File: config.mk
export PLATFORM = sky130hd
export DESIGN_NAME = rv_core
export DESIGN_NICKNAME = d
export VERILOG_FILES = /design/src/source/rv_isa_pkg.sv /design/src/source/rv_ctrl_pkg.sv /design/src/source/rv_regfile.sv /design/src/source/rv_alu.sv /design/src/source/rv_operand_select.sv /design/src/source/rv_control.sv /design/src/source/rv_core.sv
export VERILOG_INCLUDE_DIRS = /design/src /design/src/source
export SDC_FILE = /design/constraint.sdc
export NUM_CORES = 2
export LEC_CHECK = 0
export BUFFER_PORTS_ARGS = -buffer_cell sky130_fd_sc_hd__buf_2
export CELL_PAD_IN_SITES_DETAIL_PLACEMENT = 1
export CELL_PAD_IN_SITES_GLOBAL_PLACEMENT = 2
export CORE_MARGIN = 1
export CORE_UTILIZATION = 43
export CTS_BUF_LIST = sky130_fd_sc_hd__clkbuf_16
export DETAILED_ROUTE_END_ITERATION = 7
export GPL_TIMING_DRIVEN = 0
export PLACE_DENSITY = 0.89
export SLEW_MARGIN = 10
export SYNTH_ARGS = -nofsm -noshare
export SYNTH_HDL_FRONTEND = slang
export SYNTH_HIERARCHICAL = 1
export SYNTH_SLANG_ARGS = --single-unit
File: constraint.sdc
create_clock -name clk -period 10.28 [get_ports clk]
set_clock_uncertainty 0.15 [all_clocks]
set_input_delay 2.57 -clock clk [delete_from_list [all_inputs] [get_ports clk]]
set_output_delay 2.57 -clock clk [all_outputs]
set_load 0.005 [all_outputs]
File: src/source/rv_settings.svh
/* Core width, register count and first fetch address
   Shared by the packages and the RTL modules */

`ifndef RV_SETTINGS_SVH
`define RV_SETTINGS_SVH

// Data and address width
`define RV_XLEN 32

// Architectural integer registers
`define RV_NUM_REGS 32

// Address of the first fetch after reset
`define RV_RESET_PC 32'h0000_0000

`endif

File: src/source/rv_isa_pkg.sv
/* RV32I encoding types: word, register index, major opcodes,
   funct3 codes and instruction field positions */

`default_nettype none

`include "rv_settings.svh"

package rv_isa_pkg;

   typedef logic [`RV_XLEN-1:0] word_t;
   typedef logic [4:0]          reg_idx_t;

   // Major opcodes, instr[6:0]
   typedef enum logic [6:0] {
      OPC_LOAD   = 7'b0000011,
      OPC_OP_IMM = 7'b0010011,
      OPC_AUIPC  = 7'b0010111,
      OPC_STORE  = 7'b0100011,
      OPC_OP     = 7'b0110011,
      OPC_LUI    = 7'b0110111,
      OPC_BRANCH = 7'b1100011,
      OPC_JALR   = 7'b1100111,
      OPC_JAL    = 7'b1101111
   } opcode_e;

   // ALU and branch groups reuse the same code points
   typedef logic [2:0] funct3_e;

   // ==============================
   // ALU group
   localparam funct3_e F3_ADD  = 3'b000;
   localparam funct3_e F3_SLL  = 3'b001;
   localparam funct3_e F3_SLT  = 3'b010;
   localparam funct3_e F3_SLTU = 3'b011;
   localparam funct3_e F3_XOR  = 3'b100;
   localparam funct3_e F3_SR   = 3'b101;
   localparam funct3_e F3_OR   = 3'b110;
   localparam funct3_e F3_AND  = 3'b111;

   // ==============================
   // Branch group
   localparam funct3_e F3_BEQ  = 3'b000;
   localparam funct3_e F3_BNE  = 3'b001;
   localparam funct3_e F3_BLT  = 3'b100;
   localparam funct3_e F3_BGE  = 3'b101;
   localparam funct3_e F3_BLTU = 3'b110;
   localparam funct3_e F3_BGEU = 3'b111;

   // Word access for LW and SW
   localparam funct3_e F3_WORD = 3'b010;

   // SUB and SRA/SRAI
   localparam logic [6:0] F7_ALT = 7'b0100000;

   // Field positions
   localparam int RD_LSB     = 7;
   localparam int FUNCT3_LSB = 12;
   localparam int RS1_LSB    = 15;
   localparam int RS2_LSB    = 20;
   localparam int FUNCT7_LSB = 25;

endpackage

`default_nettype wire

File: src/source/rv_ctrl_pkg.sv
/* Internal control types: ALU operation, operand and write-back
   selects, next-PC select and sequencer state */

`default_nettype none

package rv_ctrl_pkg;

   typedef enum logic [3:0] {
      ALU_ADD, ALU_SUB, ALU_AND, ALU_OR, ALU_XOR,
      ALU_SLT, ALU_SLTU, ALU_SLL, ALU_SRL, ALU_SRA,
      ALU_EQ, ALU_NE, ALU_GE, ALU_GEU
   } alu_op_e;

   // LUI adds its immediate to zero
   typedef enum logic [1:0] {PORTA_RS1, PORTA_PC, PORTA_ZERO} porta_sel_e;

   typedef enum logic [2:0] {
      PORTB_RS2, PORTB_IMM_I, PORTB_IMM_S, PORTB_IMM_U, PORTB_IMM_J
   } portb_sel_e;

   typedef enum logic [1:0] {WB_ALU, WB_PC_PLUS4, WB_LOAD} wb_sel_e;

   typedef enum logic [1:0] {
      PC_SEL_PLUS4, PC_SEL_BRANCH, PC_SEL_JAL, PC_SEL_JALR
   } pc_sel_e;

   typedef enum logic [1:0] {ST_FETCH, ST_EXECUTE, ST_MEMORY} state_e;

endpackage

`default_nettype wire

File: src/source/rv_regfile.sv
/* Register file: two combinational reads, one clocked write,
   x0 hardwired to zero */

`timescale 1ns/1ps
`default_nettype none

`include "rv_settings.svh"

module rv_regfile
   import rv_isa_pkg::*;
(
   input  logic     clk,
   input  logic     rst_n,
   input  reg_idx_t rs1,
   input  reg_idx_t rs2,
   input  reg_idx_t rd,
   input  logic     wr_en,
   input  word_t    wr_data,
   output word_t    rs1_data,
   output word_t    rs2_data
);

   word_t regs [`RV_NUM_REGS];

   always_ff @(posedge clk or negedge rst_n) begin
      if (!rst_n) begin
         for (int i = 0; i < `RV_NUM_REGS; i++) begin
            regs[i] <= '0;
         end
      end else if (wr_en && (rd != '0)) begin
         regs[rd] <= wr_data;
      end
   end

   assign rs1_data = regs[rs1];
   assign rs2_data = regs[rs2];

   // x0 stays zero whatever the decoder writes to it
   x0_reads_zero: assert property (@(posedge clk) disable iff (!rst_n)
      (rs1 == '0) |-> (rs1_data == '0));

endmodule

`default_nettype wire

File: src/source/rv_alu.sv
/* ALU: arithmetic, logic, shifts and compares,
   plus the branch condition */

`timescale 1ns/1ps
`default_nettype none

module rv_alu
   import rv_isa_pkg::*;
   import rv_ctrl_pkg::*;
(
   input  alu_op_e alu_op,
   input  word_t   operand_a,
   input  word_t   operand_b,
   output word_t   alu_res,
   output logic    cond
);

   logic [4:0] shamt;
   logic       eq;
   logic       lt_s;
   logic       lt_u;

   assign shamt = operand_b[4:0];
   assign eq    = (operand_a == operand_b);
   assign lt_s  = ($signed(operand_a) < $signed(operand_b));
   assign lt_u  = (operand_a < operand_b);

   // Branch outcome
   always_comb begin
      case (alu_op)
         ALU_EQ:   cond = eq;
         ALU_NE:   cond = ~eq;
         ALU_SLT:  cond = lt_s;
         ALU_GE:   cond = ~lt_s;
         ALU_SLTU: cond = lt_u;
         ALU_GEU:  cond = ~lt_u;
         default:  cond = 1'b0;
      endcase
   end

   always_comb begin
      case (alu_op)
         ALU_SUB:  alu_res = operand_a - operand_b;
         ALU_AND:  alu_res = operand_a & operand_b;
         ALU_OR:   alu_res = operand_a | operand_b;
         ALU_XOR:  alu_res = operand_a ^ operand_b;
         ALU_SLT:  alu_res = word_t'(lt_s);
         ALU_SLTU: alu_res = word_t'(lt_u);
         ALU_SLL:  alu_res = operand_a << shamt;
         ALU_SRL:  alu_res = operand_a >> shamt;
         ALU_SRA:  alu_res = word_t'($signed(operand_a) >>> shamt);
         ALU_EQ, ALU_NE, ALU_GE, ALU_GEU: alu_res = word_t'(cond);
         default:  alu_res = operand_a + operand_b;
      endcase
   end

endmodule

`default_nettype wire

File: src/source/rv_operand_select.sv
/* Immediate reconstruction, ALU operand muxes and branch target adder */

`timescale 1ns/1ps
`default_nettype none

module rv_operand_select
   import rv_isa_pkg::*;
   import rv_ctrl_pkg::*;
(
   input  word_t      instr,
   input  word_t      pc,
   input  word_t      rs1_data,
   input  word_t      rs2_data,
   input  porta_sel_e porta_sel,
   input  portb_sel_e portb_sel,
   output word_t      operand_a,
   output word_t      operand_b,
   output word_t      branch_target
);

   word_t imm_i;
   word_t imm_s;
   word_t imm_b;
   word_t imm_u;
   word_t imm_j;

   // Sign-extended immediates per format
   assign imm_i = {{20{instr[31]}}, instr[31:20]};
   assign imm_s = {{20{instr[31]}}, instr[31:25], instr[11:7]};
   assign imm_b = {{19{instr[31]}}, instr[31], instr[7], instr[30:25], instr[11:8], 1'b0};
   assign imm_u = {instr[31:12], 12'b0};
   assign imm_j = {{11{instr[31]}}, instr[31], instr[19:12], instr[20], instr[30:21], 1'b0};

   always_comb begin
      case (porta_sel)
         PORTA_PC:   operand_a = pc;
         PORTA_ZERO: operand_a = '0;
         default:    operand_a = rs1_data;
      endcase
   end

   always_comb begin
      case (portb_sel)
         PORTB_IMM_I: operand_b = imm_i;
         PORTB_IMM_S: operand_b = imm_s;
         PORTB_IMM_U: operand_b = imm_u;
         PORTB_IMM_J: operand_b = imm_j;
         default:     operand_b = rs2_data;
      endcase
   end

   // JAL jumps by the J immediate, branches by the B immediate
   assign branch_target = pc + ((instr[6:0] == OPC_JAL) ? imm_j : imm_b);

endmodule

`default_nettype wire

File: src/source/rv_control.sv
/* Sequencer, instruction register, decoder and program counter
   One instruction in flight through FETCH, EXECUTE and MEMORY for LW/SW */

`timescale 1ns/1ps
`default_nettype none

`include "rv_settings.svh"

module rv_control
   import rv_isa_pkg::*;
   import rv_ctrl_pkg::*;
(
   input  logic       clk,
   input  logic       rst_n,
   output word_t      code_addr,
   output logic       code_valid,
   input  word_t      code_rdata,
   input  logic       code_ready,
   output logic       data_we,
   output logic       data_valid,
   input  word_t      data_rdata,
   input  logic       data_ready,
   output word_t      instr,
   output word_t      pc,
   output reg_idx_t   rs1,
   output reg_idx_t   rs2,
   output reg_idx_t   rd,
   output logic       wr_en,
   output word_t      wr_data,
   output porta_sel_e porta_sel,
   output portb_sel_e portb_sel,
   output alu_op_e    alu_op,
   input  word_t      alu_res,
   input  logic       cond,
   input  word_t      branch_target
);

   state_e     state;
   pc_sel_e    pc_sel;
   wb_sel_e    wb_sel;
   logic       rd_write;
   logic       is_load;
   logic       is_store;
   logic [6:0] opcode;
   funct3_e    funct3;
   logic       alt;
   word_t      pc_plus4;
   word_t      pc_next;

   // ==============================
   // Instruction fields
   assign opcode = instr[6:0];
   assign funct3 = instr[FUNCT3_LSB +: 3];
   assign alt    = instr[FUNCT7_LSB + 5];
   assign rs1    = instr[RS1_LSB +: 5];
   assign rs2    = instr[RS2_LSB +: 5];
   assign rd     = instr[RD_LSB +: 5];

   // SUB exists only in the register form
   function automatic alu_op_e alu_group(input funct3_e f3, input logic alt_bit,
                                         input logic sub_en);
      case (f3)
         F3_ADD:  return (sub_en && alt_bit) ? ALU_SUB : ALU_ADD;
         F3_SLL:  return ALU_SLL;
         F3_SLT:  return ALU_SLT;
         F3_SLTU: return ALU_SLTU;
         F3_XOR:  return ALU_XOR;
         F3_SR:   return alt_bit ? ALU_SRA : ALU_SRL;
         F3_OR:   return ALU_OR;
         default: return ALU_AND;
      endcase
   endfunction

   // ==============================
   // Decoder
   always_comb begin
      alu_op    = ALU_ADD;
      porta_sel = PORTA_RS1;
      portb_sel = PORTB_RS2;
      wb_sel    = WB_ALU;
      pc_sel    = PC_SEL_PLUS4;
      rd_write  = 1'b0;
      is_load   = 1'b0;
      is_store  = 1'b0;
      case (opcode)
         OPC_OP: begin
            rd_write = 1'b1;
            alu_op   = alu_group(funct3, alt, 1'b1);
         end
         OPC_OP_IMM: begin
            rd_write  = 1'b1;
            portb_sel = PORTB_IMM_I;
            alu_op    = alu_group(funct3, alt, 1'b0);
         end
         OPC_LUI: begin
            rd_write  = 1'b1;
            porta_sel = PORTA_ZERO;
            portb_sel = PORTB_IMM_U;
         end
         OPC_AUIPC: begin
            rd_write  = 1'b1;
            porta_sel = PORTA_PC;
            portb_sel = PORTB_IMM_U;
         end
         OPC_BRANCH: begin
            pc_sel = PC_SEL_BRANCH;
            case (funct3)
               F3_BEQ:  alu_op = ALU_EQ;
               F3_BNE:  alu_op = ALU_NE;
               F3_BLT:  alu_op = ALU_SLT;
               F3_BGE:  alu_op = ALU_GE;
               F3_BLTU: alu_op = ALU_SLTU;
               F3_BGEU: alu_op = ALU_GEU;
               // Reserved codes fall through as a no-op
               default: pc_sel = PC_SEL_PLUS4;
            endcase
         end
         OPC_JAL: begin
            rd_write = 1'b1;
            wb_sel   = WB_PC_PLUS4;
            pc_sel   = PC_SEL_JAL;
         end
         OPC_JALR: begin
            if (funct3 == F3_ADD) begin
               rd_write  = 1'b1;
               wb_sel    = WB_PC_PLUS4;
               portb_sel = PORTB_IMM_I;
               pc_sel    = PC_SEL_JALR;
            end
         end
         OPC_LOAD: begin
            if (funct3 == F3_WORD) begin
               is_load   = 1'b1;
               rd_write  = 1'b1;
               wb_sel    = WB_LOAD;
               portb_sel = PORTB_IMM_I;
            end
         end
         OPC_STORE: begin
            if (funct3 == F3_WORD) begin
               is_store  = 1'b1;
               portb_sel = PORTB_IMM_S;
            end
         end
         default: ;
      endcase
   end

   // ==============================
   // Next PC and write-back
   assign pc_plus4 = pc + word_t'(4);

   always_comb begin
      case (pc_sel)
         PC_SEL_BRANCH: pc_next = cond ? branch_target : pc_plus4;
         PC_SEL_JAL:    pc_next = branch_target;
         PC_SEL_JALR:   pc_next = {alu_res[`RV_XLEN-1:1], 1'b0};
         default:       pc_next = pc_plus4;
      endcase
   end

   always_comb begin
      case (wb_sel)
         WB_PC_PLUS4: wr_data = pc_plus4;
         WB_LOAD:     wr_data = data_rdata;
         default:     wr_data = alu_res;
      endcase
   end

   // LW writes in its MEMORY ready cycle and everything else in EXECUTE
   assign wr_en = rd_write & (((state == ST_EXECUTE) & ~is_load) |
                              ((state == ST_MEMORY) & data_ready));

   // ==============================
   // Sequencer
   always_ff @(posedge clk or negedge rst_n) begin
      if (!rst_n) begin
         state <= ST_FETCH;
         pc    <= `RV_RESET_PC;
         instr <= '0;
      end else begin
         case (state)
            ST_FETCH: begin
               if (code_ready) begin
                  instr <= code_rdata;
                  state <= ST_EXECUTE;
               end
            end
            ST_EXECUTE: begin
               if (is_load || is_store) begin
                  state <= ST_MEMORY;
               end else begin
                  pc    <= pc_next;
                  state <= ST_FETCH;
               end
            end
            ST_MEMORY: begin
               if (data_ready) begin
                  pc    <= pc_next;
                  state <= ST_FETCH;
               end
            end
            default: state <= ST_FETCH;
         endcase
      end
   end

   // Memory requests come straight from the state
   assign code_addr  = pc;
   assign code_valid = (state == ST_FETCH);
   assign data_valid = (state == ST_MEMORY);
   assign data_we    = data_valid & is_store;

   // Data request held until accepted, address taken from the ALU
   data_req_stable: assert property (@(posedge clk) disable iff (!rst_n)
      (data_valid && !data_ready) |=>
         (data_valid && $stable(data_we) && $stable(alu_res)));

   // Fetch request held until accepted
   code_req_stable: assert property (@(posedge clk) disable iff (!rst_n)
      (code_valid && !code_ready) |=> (code_valid && $stable(code_addr)));

endmodule

`default_nettype wire

File: src/source/rv_core.sv
/* Top level of the multi-cycle RV32I core
   Control and datapath wired to the code and data memory ports */

`timescale 1ns/1ps
`default_nettype none

module rv_core
   import rv_isa_pkg::*;
   import rv_ctrl_pkg::*;
(
   input  logic  clk,
   input  logic  rst_n,
   output word_t code_addr,
   output logic  code_valid,
   input  word_t code_rdata,
   input  logic  code_ready,
   output word_t data_addr,
   output word_t data_wdata,
   output logic  data_we,
   output logic  data_valid,
   input  word_t data_rdata,
   input  logic  data_ready
);

   word_t      instr;
   word_t      pc;
   reg_idx_t   rs1;
   reg_idx_t   rs2;
   reg_idx_t   rd;
   logic       wr_en;
   word_t      wr_data;
   porta_sel_e porta_sel;
   portb_sel_e portb_sel;
   alu_op_e    alu_op;
   word_t      alu_res;
   logic       cond;
   word_t      branch_target;
   word_t      operand_a;
   word_t      operand_b;
   word_t      rs1_data;
   word_t      rs2_data;

   // Load/store address from the ALU, store data from rs2
   assign data_addr  = alu_res;
   assign data_wdata = rs2_data;

   rv_control u_control (
      .clk           (clk),
      .rst_n         (rst_n),
      .code_addr     (code_addr),
      .code_valid    (code_valid),
      .code_rdata    (code_rdata),
      .code_ready    (code_ready),
      .data_we       (data_we),
      .data_valid    (data_valid),
      .data_rdata    (data_rdata),
      .data_ready    (data_ready),
      .instr         (instr),
      .pc            (pc),
      .rs1           (rs1),
      .rs2           (rs2),
      .rd            (rd),
      .wr_en         (wr_en),
      .wr_data       (wr_data),
      .porta_sel     (porta_sel),
      .portb_sel     (portb_sel),
      .alu_op        (alu_op),
      .alu_res       (alu_res),
      .cond          (cond),
      .branch_target (branch_target)
   );

   rv_operand_select u_operand_select (
      .instr         (instr),
      .pc            (pc),
      .rs1_data      (rs1_data),
      .rs2_data      (rs2_data),
      .porta_sel     (porta_sel),
      .portb_sel     (portb_sel),
      .operand_a     (operand_a),
      .operand_b     (operand_b),
      .branch_target (branch_target)
   );

   rv_alu u_alu (
      .alu_op    (alu_op),
      .operand_a (operand_a),
      .operand_b (operand_b),
      .alu_res   (alu_res),
      .cond      (cond)
   );

   rv_regfile u_regfile (
      .clk      (clk),
      .rst_n    (rst_n),
      .rs1      (rs1),
      .rs2      (rs2),
      .rd       (rd),
      .wr_en    (wr_en),
      .wr_data  (wr_data),
      .rs1_data (rs1_data),
      .rs2_data (rs2_data)
   );

endmodule

`default_nettype wire

==> results_dict.tcl <==
set metrics [dict create \
    synth_nets 7192 \
    final_util_pct 48.6 \
    place.gp.congestion 1.05 \
    ant_nets 0 \
    synth_cell_type_count 118 \
    insertion_delay_ps 770 \
    drc 0 \
    dp_hpwl_um 278000 \
    nets 7498 \
    drive_gt1_share_pct 27.6 \
    core_sq_mm 0.170 \
    netlist_instances 6984 \
    rows 151 \
    finalCriticalPeriod_ps 10460 \
    finalCritPeriodShare_pct 102 \
    clock_sinks 1090 \
    synth-simple-area-share_pct 8.09 \
    routedWlPerCell_um 36.6 \
    initial_core_util_pct 43.4 \
    htreeDepth 3 \
    holdBufCountCts 0 \
    gr-total-overflow 0 \
    finalSetupViolCount 15 \
    fin_cells 9607 \
    grt_util_all_layers_pct 39.9 \
    critPathLaunchType "flip-flop" \
    maxSlewViolCount 5 \
    tightest_slew_ps 1500 \
    synth_top_area_cell "dfrtp_1" \
    die_w_um 416 \
    status "complete, but fails checks" \
    async_reset_ff_share_pct 100 \
    synth_area_leaders "dfrtp_1, mux2_2, mux2i_1" \
    die_area_sq_mm 0.173 \
    failed_checks "max-capacitance violations, max-slew violations, negative setup slack" \
    ys_ff_latch 1090 \
    required_ps 7560 \
    first_pass_iters 6 \
    path_max_fanout 10 \
    grt_max_degree 151 \
    yosysSeqAreaShare_pct 37.0 \
    cts-root-buf "clkbuf_16" \
    ios 167 \
    max_freq_mhz 95.6 \
    relSlewSlack_pct -1.30 \
    num_vias 62829 \
    dominantRegCellSynth "dfrtp_1" \
    path_clk_slew_ps 60 \
    ys_warn_count 6 \
    grt_pass1_vias 66081 \
    worstPathArrival_ps 7740 \
    min_path_type "reg -> reg" \
    muxShareOfSynthArea_pct 32.6 \
    wl_um 352000 \
    syn_area_sq_mm 0.0737 \
    drt_iter0_drc 5267 \
    synth_xor_area_share_pct 0.820 \
    portBuffers 166 \
    synth_top_family_by_area "multiplexers" \
    cts_buffers 114 \
    antenna_found_initial 21 \
    syn_to_final_growth_pct 11.9 \
    timing.setup.tns_ps -1130 \
    clockBufferDepth 3 \
    synth_edf_count 0 \
    worstSetupPathType "reg -> out" \
    die_h_um 416 \
    synth_adder_area_share_pct 2.41 \
    synth_compound_area_share_pct 13.4 \
    vias_per_cell 6.54 \
    cts_tree "yes" \
    yosys.area.top_type_share_pct 37.0 \
    end_kind "output pin" \
    dp.cells 9381 \
    syn_area_per_cell_sq_um 10.6 \
    drv_cap 1 \
    setup_ws_ps -178 \
    grt_pass1_wl_um 493000 \
    hold_viol_final 0 \
]
-- per-stage QoR --
stage / area, sq um / hold WS (ps) / worst slack, ps
3_3_place_gp: 77300 / 312 / -17040
4_1_cts: 82100 / 342 / -4.94
5_1_grt: 82500 / 366 / -31.0
3_5_place_dp: 77600 / 326 / -3270
6_report: 82500 / 336 / -178
2_1_floorplan: 73700 / 299 / 1840
-- state kept, by name, summed over array words and instances, names as in the netlist --
register	cells
u_control/code_addr	32
u_control/instr	32
u_regfile/regs	1024
u_control/state	2
-- repair_timing --
action,in CTS,in global routing
endpoints found under the setup margin,929,28
gates cloned,0,0
gates resized for setup,255,122
pin swaps,12,8
endpoints found under the hold margin,0,0
setup buffers,14,2
-- metal layers --
layer / part of all wire (%) / track usage, %
met5: 0.014 / 0
met4: 9.8 / 34.4
met3: 6.3 / 7.62
met2: 46 / 64.5
met1: 37 / 45.4
-- layout make-up --
cell class,count,area (sq um)
Fill cell,18381,87400
Multi-Input combinational cell,5050,43000
Sequential cell,1090,27300
Buffer,706,4050
Clock buffer,116,2900
Tap cell,2218,2780
Timing Repair Buffer,196,1230
Clock inverter,88,684
Inverter,132,504
Antenna cell,11,27.5
-- final timing paths --
path	slack, ps	from	to	cells after the start
max	-180	u_control/instr[17]	data_addr[28]	24
max in group asynchronous	5500	rst_n	u_regfile/regs[46]	5
max reg2reg	1500	u_control/instr[17]	u_control/code_addr[15]	28
min in group asynchronous	1670	rst_n	u_regfile/regs[947]	1
min reg2reg	340	u_regfile/regs[1015]	u_regfile/regs[1015]	1
min	340	u_regfile/regs[1015]	u_regfile/regs[1015]	1
-- critical path: stages, from the launching register on --
cell and delay, ps:
dfrtp_1 450, buf_4 210, nor2b_1 210, buf_2 450, buf_2 470, clkbuf_1 800, a21oi_1 150, nand3_1 230
nand3_1 300, a22o_1 450, inv_1 140, ha_1 180, inv_1 60, fa_1 410, nor2b_1 170, o21ai_1 360
a2111oi_2 130, buf_2 230, nor3_4 350, o211ai_1 140, buf_4 190, nand3_1 80, o31ai_1 80, a221o_2 510
buf_2 180
-- synthesized netlist by cell type, types with 129 or more instances --
library cell	count
dfrtp_1	1090
buf_2	149
inv_1	129
o21ai_0	166
nor2_1	180
a21oi_1	390
clkbuf_1	356
nand2_1	432
nand3_1	250
mux2_2	1009
mux2i_1	1070
a22oi_1	242
a22o_1	176
ha_1	137
-- cells in the final DEF (no fill, tap or decap), types with 148 or more instances in the layout --
| cell type | count |
|---|---|
| nand2_1 | 431 |
| nor2_1 | 175 |
| buf_4 | 148 |
| nand3_1 | 233 |
| a21oi_1 | 382 |
| mux2_2 | 1009 |
| o21ai_0 | 154 |
| a22oi_1 | 238 |
| dfrtp_1 | 1082 |
| mux2i_1 | 1069 |
| buf_2 | 297 |
| a22o_1 | 163 |
| clkbuf_1 | 287 |
-- cells by family after synthesis --
| kind of cell | Yosys count |
|---|---|
| multiplexers | 2184 |
| AO/OA/AOI/OAI | 1439 |
| AND/OR/NAND/NOR | 1217 |
| flip-flops | 1090 |
| buffers and inverters | 844 |
| adder cells (fa/ha/maj) | 140 |
| XOR/XNOR | 69 |
| other | 1 |
Power is not shown: default switching activity piles up to over one toggle a cycle in this logic, so the estimate is an artifact.
